### src/edgePkg.sv
package edgePkg;

    // ==============================
    // window geometry
    // ==============================

    // bits per pixel
    localparam int pixelWidth = 8;
    // rows held in the window
    localparam int windowRows = 3;
    // columns held in the window
    localparam int windowCols = 8;
    // kernel outputs produced by one compute
    localparam int outputCols = 4;
    // index width for a window column
    localparam int windowColBits = $clog2(windowCols);

    // ==============================
    // instruction and control types
    // ==============================

    // opcode lives in valueB[7:0], pixel n sits at row n/8, column n%8
    typedef enum logic [7:0] {
        loadRow0Low  = 8'd0,  // pixels 0-3
        loadRow0High = 8'd1,  // pixels 4-7
        loadRow1Low  = 8'd2,  // pixels 8-11
        loadRow1High = 8'd3,  // pixels 12-15
        loadRow2Low  = 8'd4,  // pixels 16-19
        computeEdges = 8'd5   // pixels 20-23, threshold, direction, then run
    } edgeOpcodeT;

    // controller states
    typedef enum logic [1:0] {
        idle,
        acknowledge,
        compute,
        respond
    } edgeStateT;

    // decoded instruction
    typedef struct packed {
        edgeOpcodeT              opcode;
        // four pixels, lowest byte is the lowest pixel
        logic [31:0]             pixels;
        logic [pixelWidth-1:0]   threshold;
        // 1 selects the reverse column rule
        logic                    reverse;
    } edgeCommandT;

    // 3x3 neighbourhood, row-major from top-left
    typedef struct packed {
        logic [pixelWidth-1:0] p0;
        logic [pixelWidth-1:0] p1;
        logic [pixelWidth-1:0] p2;
        logic [pixelWidth-1:0] p3;
        logic [pixelWidth-1:0] p4;
        logic [pixelWidth-1:0] p5;
        logic [pixelWidth-1:0] p6;
        logic [pixelWidth-1:0] p7;
        logic [pixelWidth-1:0] p8;
    } sobelWindowT;

endpackage

### src/pixelWindow.sv
`timescale 1ns/1ps

module pixelWindow (
    input  logic                clock,
    input  logic                reset,
    input  logic                write,
    input  edgePkg::edgeCommandT command,
    input  logic [1:0]          column,
    output edgePkg::sobelWindowT window,
    output logic [7:0]          threshold
);
    import edgePkg::*;

    // pixel storage, image[row][col]
    logic [pixelWidth-1:0] image [windowRows][windowCols];
    logic [pixelWidth-1:0] thresholdValue;
    logic                  reverseDir;

    // write decode
    logic [7:0]               opcodeBits;
    logic                     writeValid;
    logic [1:0]               writeRow;
    logic [windowColBits-1:0] writeBase;

    // read column selects
    logic [windowColBits-1:0] baseCol;
    logic [windowColBits-1:0] midCol;
    logic [windowColBits-1:0] lastCol;

    // ==============================
    // write side
    // ==============================

    assign opcodeBits = command.opcode;

    // opcodes 0..5 map to row opcode/2, half opcode%2
    // anything above computeEdges writes nothing
    assign writeValid = write && (command.opcode <= computeEdges);
    assign writeRow   = opcodeBits[2:1];
    assign writeBase  = opcodeBits[0] ? windowColBits'(4) : '0;

    always_ff @(posedge clock) begin
        if (reset) begin
            for (int r = 0; r < windowRows; r++) begin
                for (int c = 0; c < windowCols; c++) begin
                    image[r][c] <= '0;
                end
            end
            thresholdValue <= '0;
            reverseDir     <= 1'b0;
        end else if (writeValid) begin
            for (int k = 0; k < 4; k++) begin
                image[writeRow][writeBase + windowColBits'(k)] <=
                    command.pixels[k*pixelWidth +: pixelWidth];
            end
            // last chunk also carries the compute parameters
            if (command.opcode == computeEdges) begin
                thresholdValue <= command.threshold;
                reverseDir     <= command.reverse;
            end
        end
    end

    // ==============================
    // read side
    // ==============================

    // forward uses columns c..c+2, reverse shifts by four, wrapping mod 8
    always_comb begin
        baseCol = windowColBits'(column) + (reverseDir ? windowColBits'(outputCols) : '0);
        midCol  = baseCol + windowColBits'(1);
        lastCol = baseCol + windowColBits'(2);
    end

    always_comb begin
        window.p0 = image[0][baseCol];
        window.p1 = image[0][midCol];
        window.p2 = image[0][lastCol];
        window.p3 = image[1][baseCol];
        window.p4 = image[1][midCol];
        window.p5 = image[1][lastCol];
        window.p6 = image[2][baseCol];
        window.p7 = image[2][midCol];
        window.p8 = image[2][lastCol];
    end

    assign threshold = thresholdValue;

endmodule

### src/sobelKernel.sv
`timescale 1ns/1ps

module sobelKernel (
    input  edgePkg::sobelWindowT window,
    input  logic [7:0]           threshold,
    output logic [7:0]           edgeByte
);
    import edgePkg::*;

    // weighted sums, up to 4*255 so two extra bits
    logic [pixelWidth+1:0] gxPos;
    logic [pixelWidth+1:0] gxNeg;
    logic [pixelWidth+1:0] gyPos;
    logic [pixelWidth+1:0] gyNeg;

    // signed gradients need one more bit
    logic signed [pixelWidth+2:0] gx;
    logic signed [pixelWidth+2:0] gy;
    logic signed [pixelWidth+2:0] gxNegated;
    logic signed [pixelWidth+2:0] gyNegated;

    logic [pixelWidth+1:0] absGx;
    logic [pixelWidth+1:0] absGy;
    // |gx| + |gy| reaches 2040
    logic [pixelWidth+2:0] magnitudeSum;
    logic [pixelWidth-1:0] magnitude;

    always_comb begin
        // right column minus left column
        gxPos = {2'b00, window.p2} + {1'b0, window.p5, 1'b0} + {2'b00, window.p8};
        gxNeg = {2'b00, window.p0} + {1'b0, window.p3, 1'b0} + {2'b00, window.p6};
        // bottom row minus top row
        gyPos = {2'b00, window.p6} + {1'b0, window.p7, 1'b0} + {2'b00, window.p8};
        gyNeg = {2'b00, window.p0} + {1'b0, window.p1, 1'b0} + {2'b00, window.p2};

        gx = $signed({1'b0, gxPos}) - $signed({1'b0, gxNeg});
        gy = $signed({1'b0, gyPos}) - $signed({1'b0, gyNeg});

        gxNegated = -gx;
        gyNegated = -gy;
        absGx = gx[pixelWidth+2] ? gxNegated[pixelWidth+1:0] : gx[pixelWidth+1:0];
        absGy = gy[pixelWidth+2] ? gyNegated[pixelWidth+1:0] : gy[pixelWidth+1:0];

        magnitudeSum = {1'b0, absGx} + {1'b0, absGy};

        // clamp anything above 255
        if (|magnitudeSum[pixelWidth+2:pixelWidth]) begin
            magnitude = '1;
        end else begin
            magnitude = magnitudeSum[pixelWidth-1:0];
        end

        // strictly greater than threshold counts as an edge
        edgeByte = (magnitude > threshold) ? magnitude : '0;
    end

endmodule

### src/columnCounter.sv
`timescale 1ns/1ps

module columnCounter (
    input  logic       clock,
    input  logic       reset,
    input  logic       countEnable,
    output logic [1:0] column,
    output logic       lastColumn
);
    import edgePkg::*;

    // ==============================
    // modulo-4 column counter
    // ==============================

    always_ff @(posedge clock) begin
        if (reset) begin
            column <= '0;
        end else if (countEnable) begin
            // wraps to 0 after column 3
            column <= column + 2'd1;
        end else begin
            // parked at zero between computes
            column <= '0;
        end
    end

    // final kernel position
    assign lastColumn = (column == 2'(outputCols - 1));

endmodule

### src/edgeControl.sv
`timescale 1ns/1ps

module edgeControl #(
    parameter logic [7:0] customInstructionId = 8'd0
) (
    input  logic                 clock,
    input  logic                 reset,
    input  logic                 start,
    input  logic [7:0]           ciN,
    input  logic [31:0]          valueA,
    input  logic [31:0]          valueB,
    input  logic                 lastColumn,
    output logic                 write,
    output edgePkg::edgeCommandT command,
    output logic                 countEnable,
    output logic                 capture,
    output logic                 clear,
    output logic                 done
);
    import edgePkg::*;

    edgeStateT state;
    edgeStateT nextState;
    logic      accept;

    // ==============================
    // instruction decode
    // ==============================

    // only our own instruction number, and only when not busy
    assign accept = start && (ciN == customInstructionId) && (state == idle);

    always_comb begin
        command.opcode    = edgeOpcodeT'(valueB[7:0]);
        command.pixels    = valueA;
        command.threshold = valueB[15:8];
        command.reverse   = valueB[16];
    end

    // write lands on the accepting edge
    assign write = accept;
    // old result is wiped as a new instruction starts
    assign clear = accept;

    // ==============================
    // state machine
    // ==============================

    always_ff @(posedge clock) begin
        if (reset) begin
            state <= idle;
        end else begin
            state <= nextState;
        end
    end

    always_comb begin
        nextState = state;
        case (state)
            idle: begin
                if (accept) begin
                    // loads and unknown codes just acknowledge
                    nextState = (command.opcode == computeEdges) ? compute : acknowledge;
                end
            end
            acknowledge: nextState = idle;
            compute: begin
                // four columns, one per edge
                if (lastColumn) begin
                    nextState = respond;
                end
            end
            respond: nextState = idle;
            default: nextState = idle;
        endcase
    end

    // counter and collector step together
    assign countEnable = (state == compute);
    assign capture     = (state == compute);

    // one-cycle pulse after a load or after the fourth column
    assign done = (state == acknowledge) || (state == respond);

endmodule

### src/resultCollector.sv
`timescale 1ns/1ps

module resultCollector (
    input  logic        clock,
    input  logic        reset,
    input  logic        capture,
    input  logic        clear,
    input  logic [1:0]  column,
    input  logic [7:0]  edgeByte,
    input  logic        done,
    output logic [31:0] result
);
    import edgePkg::*;

    // one byte lane per output column
    logic [outputCols*pixelWidth-1:0] lanes;

    always_ff @(posedge clock) begin
        if (reset) begin
            lanes <= '0;
        end else if (clear) begin
            lanes <= '0;
        end else if (capture) begin
            // column c goes to bits 8c+7..8c
            lanes[column*pixelWidth +: pixelWidth] <= edgeByte;
        end
    end

    // result bus stays quiet outside the done pulse
    assign result = done ? lanes : '0;

endmodule

### src/edgeDetectTop.sv
`timescale 1ns/1ps

module edgeDetectTop #(
    parameter logic [7:0] customInstructionId = 8'd0
) (
    input  logic        clock,
    input  logic        reset,
    input  logic        start,
    input  logic [7:0]  ciN,
    input  logic [31:0] valueA,
    input  logic [31:0] valueB,
    output logic        done,
    output logic [31:0] result
);
    import edgePkg::*;

    // ==============================
    // internal wiring
    // ==============================

    // control to window
    logic        write;
    edgeCommandT command;

    // control to counter and collector
    logic        countEnable;
    logic        capture;
    logic        clear;

    // counter outputs
    logic [1:0]  column;
    logic        lastColumn;

    // data path
    sobelWindowT window;
    logic [7:0]  threshold;
    logic [7:0]  edgeByte;

    // ==============================
    // control
    // ==============================

    edgeControl #(
        .customInstructionId(customInstructionId)
    ) control0 (
        .clock(clock),
        .reset(reset),
        .start(start),
        .ciN(ciN),
        .valueA(valueA),
        .valueB(valueB),
        .lastColumn(lastColumn),
        .write(write),
        .command(command),
        .countEnable(countEnable),
        .capture(capture),
        .clear(clear),
        .done(done)
    );

    columnCounter counter0 (
        .clock(clock),
        .reset(reset),
        .countEnable(countEnable),
        .column(column),
        .lastColumn(lastColumn)
    );

    // ==============================
    // data path
    // ==============================

    pixelWindow window0 (
        .clock(clock),
        .reset(reset),
        .write(write),
        .command(command),
        .column(column),
        .window(window),
        .threshold(threshold)
    );

    // single kernel shared across the four columns
    sobelKernel kernel0 (
        .window(window),
        .threshold(threshold),
        .edgeByte(edgeByte)
    );

    resultCollector collector0 (
        .clock(clock),
        .reset(reset),
        .capture(capture),
        .clear(clear),
        .column(column),
        .edgeByte(edgeByte),
        .done(done),
        .result(result)
    );

endmodule

### config.mk
export PLATFORM = sky130hd
export DESIGN_NAME = edgeDetectTop
export DESIGN_NICKNAME = d
export VERILOG_FILES = /design/src/edgePkg.sv /design/src/pixelWindow.sv /design/src/sobelKernel.sv /design/src/columnCounter.sv /design/src/edgeControl.sv /design/src/resultCollector.sv /design/src/edgeDetectTop.sv
export SDC_FILE = /design/constraint.sdc
export NUM_CORES = 1
export LEC_CHECK = 0
export BUFFER_PORTS_ARGS = -buffer_cell sky130_fd_sc_hd__buf_2
export CORE_ASPECT_RATIO = 0.75
export CORE_MARGIN = 2
export CORE_UTILIZATION = 60
export CTS_BUF_LIST = sky130_fd_sc_hd__clkbuf_16
export DETAILED_ROUTE_END_ITERATION = 8
export GPL_ROUTABILITY_DRIVEN = 0
export PLACE_DENSITY = 0.79
export SYNTH_ARGS = -nofsm -noshare
export SYNTH_HDL_FRONTEND = slang
export SYNTH_HIERARCHICAL = 1
export SYNTH_SLANG_ARGS = --single-unit
### constraint.sdc
create_clock -name clock -period 16.6 [get_ports clock]
set_input_delay 0 -clock clock [delete_from_list [all_inputs] [get_ports clock]]
set_output_delay 0 -clock clock [all_outputs]
set_load 0.005 [all_outputs]
==> results.yml, run 1 <==
critical_path:
  path_max_fanout: 51
  cp-startpoint: "counter0/column[0]$_SDFF_PP0_"
  slowest_delay_ns: 0.85
  crit_path_end: "collector0/lanes[13]$_SDFFE_PP0P_"
  critPathKind: "reg -> reg"
  cp-end-kind: "register"
  arrival_ns: 10.53
  critPathSlowestCell: "a221oi_2"
  rrSetupSlack_ns: 6.48
  cp-start-kind: "register"
  r2r-end: "collector0/lanes[13]$_SDFFE_PP0P_"
  rr_worst_depth: 32
  r2r-start: "counter0/column[0]$_SDFF_PP0_"
  cp.required_ns: 17.01
die:
  pin_count: 108
  start_util_pct: 60.51
  die_y_um: 149.0
  die_area_mm2: 0.02939
  core_area_mm2: 0.02779
  rows: 53
  dieWidth_um: 197.3
drt:
  ant_nets: 0
  drt_iter0_markers: 1024
  drt-total-wl_mm: 40.35
  first_pass_iters: 5
  drcViolationCount: 0
  vias_per_cell: 6.112
  vias: 11560
  routedWlPerCell_um: 21.34
timing:
  setup_viol: 0
  worst_slack_ns: 6.477
  slew_violations: 0
  layout_min_cycle_time_ns: 10.12
  fmax_mhz: 98.78
  fin_setup_tns_ns: 0
  tightestPinTransition_ns: 1.094
  skew_ns: 0.01283
  min_period_over_period_pct: 60.98
  hold_viol: 0
  slew_headroom_pct: 27.04
  rsz0062_at_grt: "no"
power:
  p_leak_nw: 7.108
  power_mw: 3.363
  power_density_mw_per_mm2: 181.6
  ir_worst_vdd_mv: 0.3523
global_routing:
  grt_max_degree: 52
  overflow: 0
  grt_pass1_vias: 11350
  antenna_found_initial: 0
  grt_pass1_wl_mm: 62.85
  grt_use_total_pct: 28.05
place:
  place_ws_ns: 6.652
  numPortBuffers: 92
  dp_hpwl_mm: 26.82
clocking:
  post-cts-setup-buffers: 0
  clock_sinks: 237
  clock_latency_ns: 0.54
  cts_buffers: 25
  cts_tree: "built"
  cts_root_buffer: "clkbuf_16"
  cts.clk_slew.worst_paths_ns: 0.06
  cts.path.max_buffers: 3
  htree_levels: 1
synthesis:
  syn_area_mm2: 0.01681
  synth_warnings: 6
  syn_area_per_cell_um2: 11.59
  netlist_instances: 1450
  syn_nets: 1639
job:
  cap_violations: 0
finish:
  final_nets: 1705
  post-route-util_pct: 66.66
  layout_common_cells: "edfxtp_1 (192), and2_1 (179), inv_1 (140)"
  areaGrowthSynthToFinish_pct: 10.17
  antenna_cells: 0
  drive_above_1_share_pct: 24.71
  nFillCells: 1988
  final_common_cell: "edfxtp_1"
run_status:
  status: "completed"
hold_path:
  hp-class: "in -> reg"
## critical path: cells and delay by family, from the launching register on
family | cells | cell delay, ns
AO/OA/AOI/OAI | 15 | 4.05
adder cells (fa/ha/maj) | 6 | 2.60
multiplexers | 3 | 1.08
buffers and inverters | 4 | 0.89
flip-flops | 1 | 0.81
AND/OR/NAND/NOR | 3 | 0.34
XOR/XNOR | 1 | 0.17
## sequential cells by signal, summed over array words and instances, names as in the netlist
register            cells
window0/reverseDir      1
window0/threshold       8
control0/state          2
collector0/lanes       32
counter0/column         2
window0/image         192
## stage by stage
step                hold slack, ns  area [µm²]  std cells
finish                     0.08981       18520       1891
global route                0.1279       18520       1891
CTS                        0.06827       18520       1891
detailed placement          0.2692       17110       1780
global placement            0.2631       17110       1780
floorplan                  0.06951       16810       1450
## repair_timing
| item | 4_1_cts | 5_1_grt |
|---|---|---|
| hold endpoints to repair | 204 | 0 |
| hold buffers | 66 | 0 |
| resized for setup | 0 | 0 |
## power breakdown
group	switching, mW	total [mW]	internal, mW
clock	0.243	0.532	0.289
combinational	1.40	2.16	0.757
sequential	0.00991	0.674	0.664
total	1.65	3.36	1.71
## area by class of cell
type	instances	area, µm²	area share (%)
clock inverters	20	123.9	0.6688
repair buffers	175	1249	6.742
well taps	357	446.7	2.412
clock buffers	25	625.6	3.378
inverters	134	503.0	2.716
multi-input cells	943	8901	48.06
flip-flops and latches	237	6673	36.03
## how the worst min path moves through the flow
stage | startpoint | cells past startpoint | to
after floorplan | reset | 1 | counter0/column[0]$_SDFF_PP0_
after global placement | valueB[14] | 3 | window0/threshold[6]$_SDFFE_PP0P_
after detailed placement | valueB[12] | 3 | window0/threshold[4]$_SDFFE_PP0P_
after CTS | valueB[4] | 4 | control0/state[0]$_SDFFE_PP0P_
after global routing | valueB[4] | 4 | control0/state[0]$_SDFFE_PP0P_
final | valueB[4] | 4 | control0/state[0]$_SDFFE_PP0P_
## layer usage
metal / up-vias / share of wire [%] / global-route usage (%)
met5: - / 0 / 0
met4: 0 / 2.4 / 7.068
met3: 75 / 11 / 6.444
met2: 542 / 47 / 44.81
met1: 5704 / 40 / 39.25
li1: 5237 / - / -
Note: power is estimated with default switching activity, not from simulation.
==> run 2: changes to the inputs <==
--- a/config.mk
+++ b/config.mk
@@ -8,11 +8,11 @@
 export BUFFER_PORTS_ARGS = -buffer_cell sky130_fd_sc_hd__buf_2
 export CORE_ASPECT_RATIO = 0.75
 export CORE_MARGIN = 2
-export CORE_UTILIZATION = 60
+export CORE_UTILIZATION = 56
 export CTS_BUF_LIST = sky130_fd_sc_hd__clkbuf_16
 export DETAILED_ROUTE_END_ITERATION = 8
 export GPL_ROUTABILITY_DRIVEN = 0
-export PLACE_DENSITY = 0.79
+export PLACE_DENSITY = 0.77
 export SYNTH_ARGS = -nofsm -noshare
 export SYNTH_HDL_FRONTEND = slang
 export SYNTH_HIERARCHICAL = 1
==> constraint.sdc (replaced) <==
create_clock -name clock -period 8.3 [get_ports clock]
set_input_delay 0 -clock clock [delete_from_list [all_inputs] [get_ports clock]]
set_output_delay 0 -clock clock [all_outputs]
set_load 0.005 [all_outputs]
==> run 2 against run 1 <==
  * First-iteration DRC count rose by 8.9%
  * Non-clock buffer count rose by 43
  * Utilization fell by 0.75 points
  * Total power rose by 140%
  * Final area rose by 4.3%
  * Global-route usage fell by 0.66 points
  * Flip-flop and latch count did not move
  * Sequential share of layout area fell by 1.5 points
  * Via count rose by 3.7%
  * Clock power rose by 120%
  * Sequential power rose by 100%
  * Final cell count rose by 4.2%
  * Critical path type unchanged
  * Largest power group unchanged
==> results.yml, run 2 (synthesis results as in run 1) <==
run_status:
  status: "completed"
power:
  p_clk_share_pct: 14.4
  power_mw: 7.993
  power_density_mw_per_mm2: 413.6
  switching_share_pct: 44.69
  p_int_mw: 4.421
  p_leak_nw: 7.418
  ir_worst_vdd_mv: 1.001
  pwr-share-seq_pct: 16.9
  netSwitchingPower_mw: 3.572
  p_comb_share_pct: 68.7
die:
  core_area_mm2: 0.02932
  die_area_mm2: 0.03144
  die_y_um: 154.1
  dieWidth_um: 204.1
  rows: 54
  start_util_pct: 57.33
  pin_count: 108
critical_path:
  critPathSlowestCell: "fa_1"
  rrSetupSlack_ns: 0.14
  slowest_delay_ns: 0.60
  crit_buf_inv: 6
  r2r-end: "collector0/lanes[15]$_SDFFE_PP0P_"
  arrival_ns: 8.57
  path_max_fanout: 18
  cp-end-kind: "register"
  critPathKind: "reg -> reg"
  path_delay_family: "adder cells"
  r2r-start: "counter0/column[0]$_SDFF_PP0_"
  cp.required_ns: 8.70
  cp-start-kind: "register"
  rr_worst_depth: 33
hold_path:
  hp-class: "in -> reg"
  hp-start: "valueB[4]"
  holdPathStages: 4
  holdPathEnd: "control0/state[0]$_SDFFE_PP0P_"
clocking:
  htree_levels: 1
  cts.clk_slew.worst_paths_ns: 0.06
  cts.path.max_buffers: 3
  clock_latency_ns: 0.55
  cts_tree: "built"
  cts_buffers: 26
  clock_sinks: 237
  cts_root_buffer: "clkbuf_16"
global_routing:
  grt_use_total_pct: 27.39
  overflow: 0
  grt_pass1_vias: 11950
  antenna_found_initial: 2
  grt_max_degree: 53
  grt_pass1_wl_mm: 66.19
timing:
  hold_viol: 0
  layout_min_cycle_time_ns: 8.164
  fin_setup_tns_ns: 0
  setup_viol: 0
  min_period_over_period_pct: 98.36
  slew_violations: 0
  slew_headroom_pct: 22.50
  tightestPinTransition_ns: 1.162
  fmax_mhz: 122.5
  skew_ns: 0.01862
  worst_hold_slack_ns: 0.1015
drt:
  vias: 11990
  first_pass_iters: 5
  drt_iter0_markers: 1115
  ant_nets: 0
  routedWlPerCell_um: 21.94
  drt-total-wl_mm: 43.24
  drcViolationCount: 0
  vias_per_cell: 6.081
place:
  numPortBuffers: 92
  dp_hpwl_mm: 28.82
finish:
  layout_common_cells: "edfxtp_1 (192), and2_1 (179), inv_1 (139)"
  largest_register_ffs: 192
  final_nets: 1749
  areaGrowthSynthToFinish_pct: 14.95
  regMostFlops: "window0/image"
  final_common_cell: "edfxtp_1"
  drive_above_1_share_pct: 28.14
job:
  cap_violations: 0
-- run 2: final cells by class --
type / instances / area, µm²
Tap cell: 392 / 490.5
Sequential cell: 237 / 6673
Multi-Input combinational cell: 943 / 9042
Timing Repair Buffer: 218 / 1772
Clock buffer: 27 / 675.6
Fill cell: 2161 / 9997
Clock inverter: 19 / 167.7
Antenna cell: 1 / 2.502
Inverter: 134 / 503.0
-- run 2: per-layer routing --
layer	share of wire (%)	GRT usage [%]	vias up
met2	46	42.78	566
li1	-	-	5337
met1	42	39.49	6012
met4	2.5	7.005	0
met5	0	0	-
met3	9.5	5.468	71
-- run 2: worst max path at each step --
stage | cells after the start | slack [ns] | endpoint | from
finish | 33 | 0.14 | collector0/lanes[15]$_SDFFE_PP0P_ | counter0/column[0]$_SDFF_PP0_
global route | 35 | -0.09 | collector0/lanes[0]$_SDFFE_PP0P_ | counter0/column[0]$_SDFF_PP0_
CTS | 31 | 0.007 | collector0/lanes[18]$_SDFFE_PP0P_ | counter0/column[0]$_SDFF_PP0_
detailed placement | 34 | -0.05 | collector0/lanes[18]$_SDFFE_PP0P_ | counter0/column[0]$_SDFF_PP0_
global placement | 31 | 0.13 | collector0/lanes[1]$_SDFFE_PP0P_ | counter0/column[0]$_SDFF_PP0_
floorplan | 35 | 0.002 | collector0/lanes[23]$_SDFFE_PP0P_ | counter0/column[0]$_SDFF_PP0_
-- run 2: repair_timing --
item / 4_1_cts / 5_1_grt
cloned: 0 / 4
hold endpoints to repair: 204 / 0
pin swaps: 0 / 13
hold buffers: 66 / 0
gates resized for setup: 2 / 42
setup endpoints to repair: 19 / 32
setup buffers: 0 / 12
-- run 2: power groups by stage --
| stage | registers, mW | logic (mW) | clock network (mW) |
|---|---|---|---|
| 4_1_cts | 1.35 | 4.79 | 1.17 |
| 5_1_grt | 1.35 | 5.96 | 1.22 |
| 2_1_floorplan | 1.36 | 3.11 | 0 |
| 6_report | 1.35 | 5.49 | 1.15 |
| 3_3_place_gp | 1.37 | 4.64 | 0 |
| 3_5_place_dp | 1.37 | 4.74 | 0 |
-- run 2: through the flow --
step	std cells	setup slack, ns	util, %	instance area, µm²
5_1_grt	1971	-0.08897	65.91	19330
4_1_cts	1954	0.006720	64.64	18960
2_1_floorplan	1450	0.002299	-	16820
6_report	1971	0.1361	65.91	19330
3_5_place_dp	1842	-0.04645	59.50	17450
3_3_place_gp	1842	0.1320	59.50	17450
-- run 2: worst register-to-register path, delay by kind of cell (launching register included) --
family / cells / cell delay, ns
multiplexers: 2 / 0.86
buffers and inverters: 6 / 1.01
AND/OR/NAND/NOR: 6 / 0.98
AO/OA/AOI/OAI: 11 / 2.00
adder cells (fa/ha/maj): 6 / 2.47
XOR/XNOR: 2 / 0.35
flip-flops: 1 / 0.40
==> run 3: changes to the inputs <==
--- a/config.mk
+++ b/config.mk
@@ -8,11 +8,11 @@
 export BUFFER_PORTS_ARGS = -buffer_cell sky130_fd_sc_hd__buf_2
 export CORE_ASPECT_RATIO = 0.75
 export CORE_MARGIN = 2
-export CORE_UTILIZATION = 56
+export CORE_UTILIZATION = 33
 export CTS_BUF_LIST = sky130_fd_sc_hd__clkbuf_16
 export DETAILED_ROUTE_END_ITERATION = 8
 export GPL_ROUTABILITY_DRIVEN = 0
-export PLACE_DENSITY = 0.77
+export HOLD_SLACK_MARGIN = 0.15
 export SYNTH_ARGS = -nofsm -noshare
 export SYNTH_HDL_FRONTEND = slang
 export SYNTH_HIERARCHICAL = 1
==> run 3 against run 2 <==
  * Hold slack improved by 0.11 ns
  * Sequential power about the same
  * Wire length increased by 6.9%
  * Critical path type unchanged
  * Sequential share of layout area decreased by 0.99 points
  * Critical path depth decreased by 1
  * Final area increased by 3.0%
  * Register-to-register slack improved by 0.14 ns
  * Count of clock-buffer cells in the layout unchanged
==> results.yml, run 3 (synthesis results as in run 1) <==
timing:
  slew_violations: 0
  tightestPinTransition_ns: 1.182
  skew_ns: 0.009832
  hold_viol: 0
  worst_slack_ns: 0.2751
  slew_headroom_pct: 21.23
  setup_viol: 0
  layout_min_cycle_time_ns: 8.025
  min_period_over_period_pct: 96.69
  fmax_mhz: 124.6
drt:
  vias: 11810
  vias_per_cell: 5.246
  first_pass_iters: 6
  drt-total-wl_mm: 46.21
  ant_nets: 0
  drcViolationCount: 0
  drt_iter0_markers: 1057
  routedWlPerCell_um: 20.53
global_routing:
  overflow: 0
  grt_use_total_pct: 17.10
  grt_pass1_vias: 11910
  grt_pass1_wl_mm: 68.88
  antenna_found_initial: 4
  grt_max_degree: 53
power:
  power_density_mw_per_mm2: 406.4
  p_leak_nw: 7.503
  ir_worst_vdd_mv: 0.6905
finish:
  regMostFlops: "window0/image"
  layout_common_cells: "edfxtp_1 (192), and2_1 (179), inv_1 (134)"
  areaGrowthSynthToFinish_pct: 18.36
  final_nets: 1762
  antenna_cells: 0
  final_common_cell: "edfxtp_1"
  nFillCells: 4709
  drive_above_1_share_pct: 29.86
  fin_cells: 2251
  largest_register_ffs: 192
die:
  die_y_um: 199.5
  start_util_pct: 33.50
  rows: 71
  pin_count: 108
  core_area_mm2: 0.05019
  dieWidth_um: 264.6
  die_area_mm2: 0.05279
clocking:
  cts.path.max_buffers: 3
  htree_levels: 1
  clock_sinks: 237
  cts_tree: "built"
  clock_latency_ns: 0.58
  cts_root_buffer: "clkbuf_16"
  cts_buffers: 27
  cts.clk_slew.worst_paths_ns: 0.06
hold_path:
  holdPathEnd: "window0/image[2][24]$_DFFE_PP_"
  holdPathStages: 3
  hp-class: "in -> reg"
  hp-start: "valueB[2]"
critical_path:
  cp.required_ns: 8.74
  r2r-end: "collector0/lanes[17]$_SDFFE_PP0P_"
  rrSetupSlack_ns: 0.28
  cp-end-kind: "register"
  critPathSlowestCell: "fa_2"
  slowest_delay_ns: 0.62
  arrival_ns: 8.46
  rr_worst_depth: 32
  path_max_fanout: 10
  r2r-start: "counter0/column[0]$_SDFF_PP0_"
  timing.critical_path.mode_cell: "ha_1"
  critPathKind: "reg -> reg"
  cp-start-kind: "register"
place:
  dp_hpwl_mm: 30.71
  dp_cells: 2112
  numPortBuffers: 92
  place_ws_ns: 0.08711
run_status:
  status: "completed"
job:
  cap_violations: 0
-- run 3: per-layer routing --
metal / routed length [µm] / GRT usage, % / up-vias
li1: - / - / 5359
met1: 19900 / 23.38 / 5957
met2: 21430 / 27.99 / 403
met3: 3317 / 2.760 / 87
met4: 1546 / 5.282 / 2
met5: 11 / 0 / -
-- run 3: how the worst max path moves through the flow --
stage	from	endpoint	slack, ns	cells after the start
5_1_grt	counter0/column[0]$_SDFF_PP0_	collector0/lanes[11]$_SDFFE_PP0P_	-0.09	34
3_5_place_dp	counter0/column[0]$_SDFF_PP0_	collector0/lanes[20]$_SDFFE_PP0P_	0.09	36
6_report	counter0/column[0]$_SDFF_PP0_	collector0/lanes[17]$_SDFFE_PP0P_	0.28	32
3_3_place_gp	counter0/column[0]$_SDFF_PP0_	collector0/lanes[20]$_SDFFE_PP0P_	0.21	34
2_1_floorplan	counter0/column[0]$_SDFF_PP0_	collector0/lanes[23]$_SDFFE_PP0P_	0.002	35
4_1_cts	counter0/column[0]$_SDFF_PP0_	collector0/lanes[29]$_SDFFE_PP0P_	0.02	34
-- run 3: through the flow --
step / utilization, % / total power, mW / setup TNS, ns / cell area [µm²] / hold WS, ns
floorplan: - / 4.476 / 0 / 16820 / 0.06951
global placement: 35.55 / 6.033 / 0 / 17840 / 0.2708
detailed placement: 35.55 / 6.141 / 0 / 17840 / 0.2728
CTS: 38.56 / 7.347 / 0 / 19350 / 0.1862
global route: 39.65 / 8.659 / -0.8103 / 19900 / 0.2043
finish: 39.65 / 8.087 / 0 / 19900 / 0.2084
-- run 3: where the power goes --
part	internal, mW	switching [mW]	leakage (nW)
Combinational	2.39	3.19	4.88
Clock	0.653	0.502	0.435
Sequential	1.33	0.0190	2.19
-- run 3: critical path: cells and delay by family (launching register included) --
| family | cells | cell delay, ns |
|---|---|---|
| DFF | 1 | 0.45 |
| and+or+nand+nor | 6 | 0.53 |
| muxes | 3 | 0.98 |
| buffers and inverters | 5 | 0.89 |
| adders and majority gates | 6 | 2.50 |
| AOI/OAI and AO/OA | 12 | 2.55 |
-- run 3: timing repair --
action | in CTS | in global routing
hold endpoints to repair | 205 | 0
resized for setup | 0 | 68
hold buffers | 67 | 0
endpoints found under the setup margin | 0 | 32
setup buffers | 0 | 17
-- run 3: cell type report --
| class | count | area, µm² | share of cell area, % |
|---|---|---|---|
| clock buffer | 27 | 675.6 | 3.395 |
| multi-input combinational | 943 | 9150 | 45.98 |
| timing repair buffer | 230 | 1909 | 9.595 |
| clock inverter | 23 | 163.9 | 0.8237 |
| tap | 657 | 822.0 | 4.131 |
| sequential | 237 | 6673 | 33.53 |
| inverter | 134 | 505.5 | 2.540 |
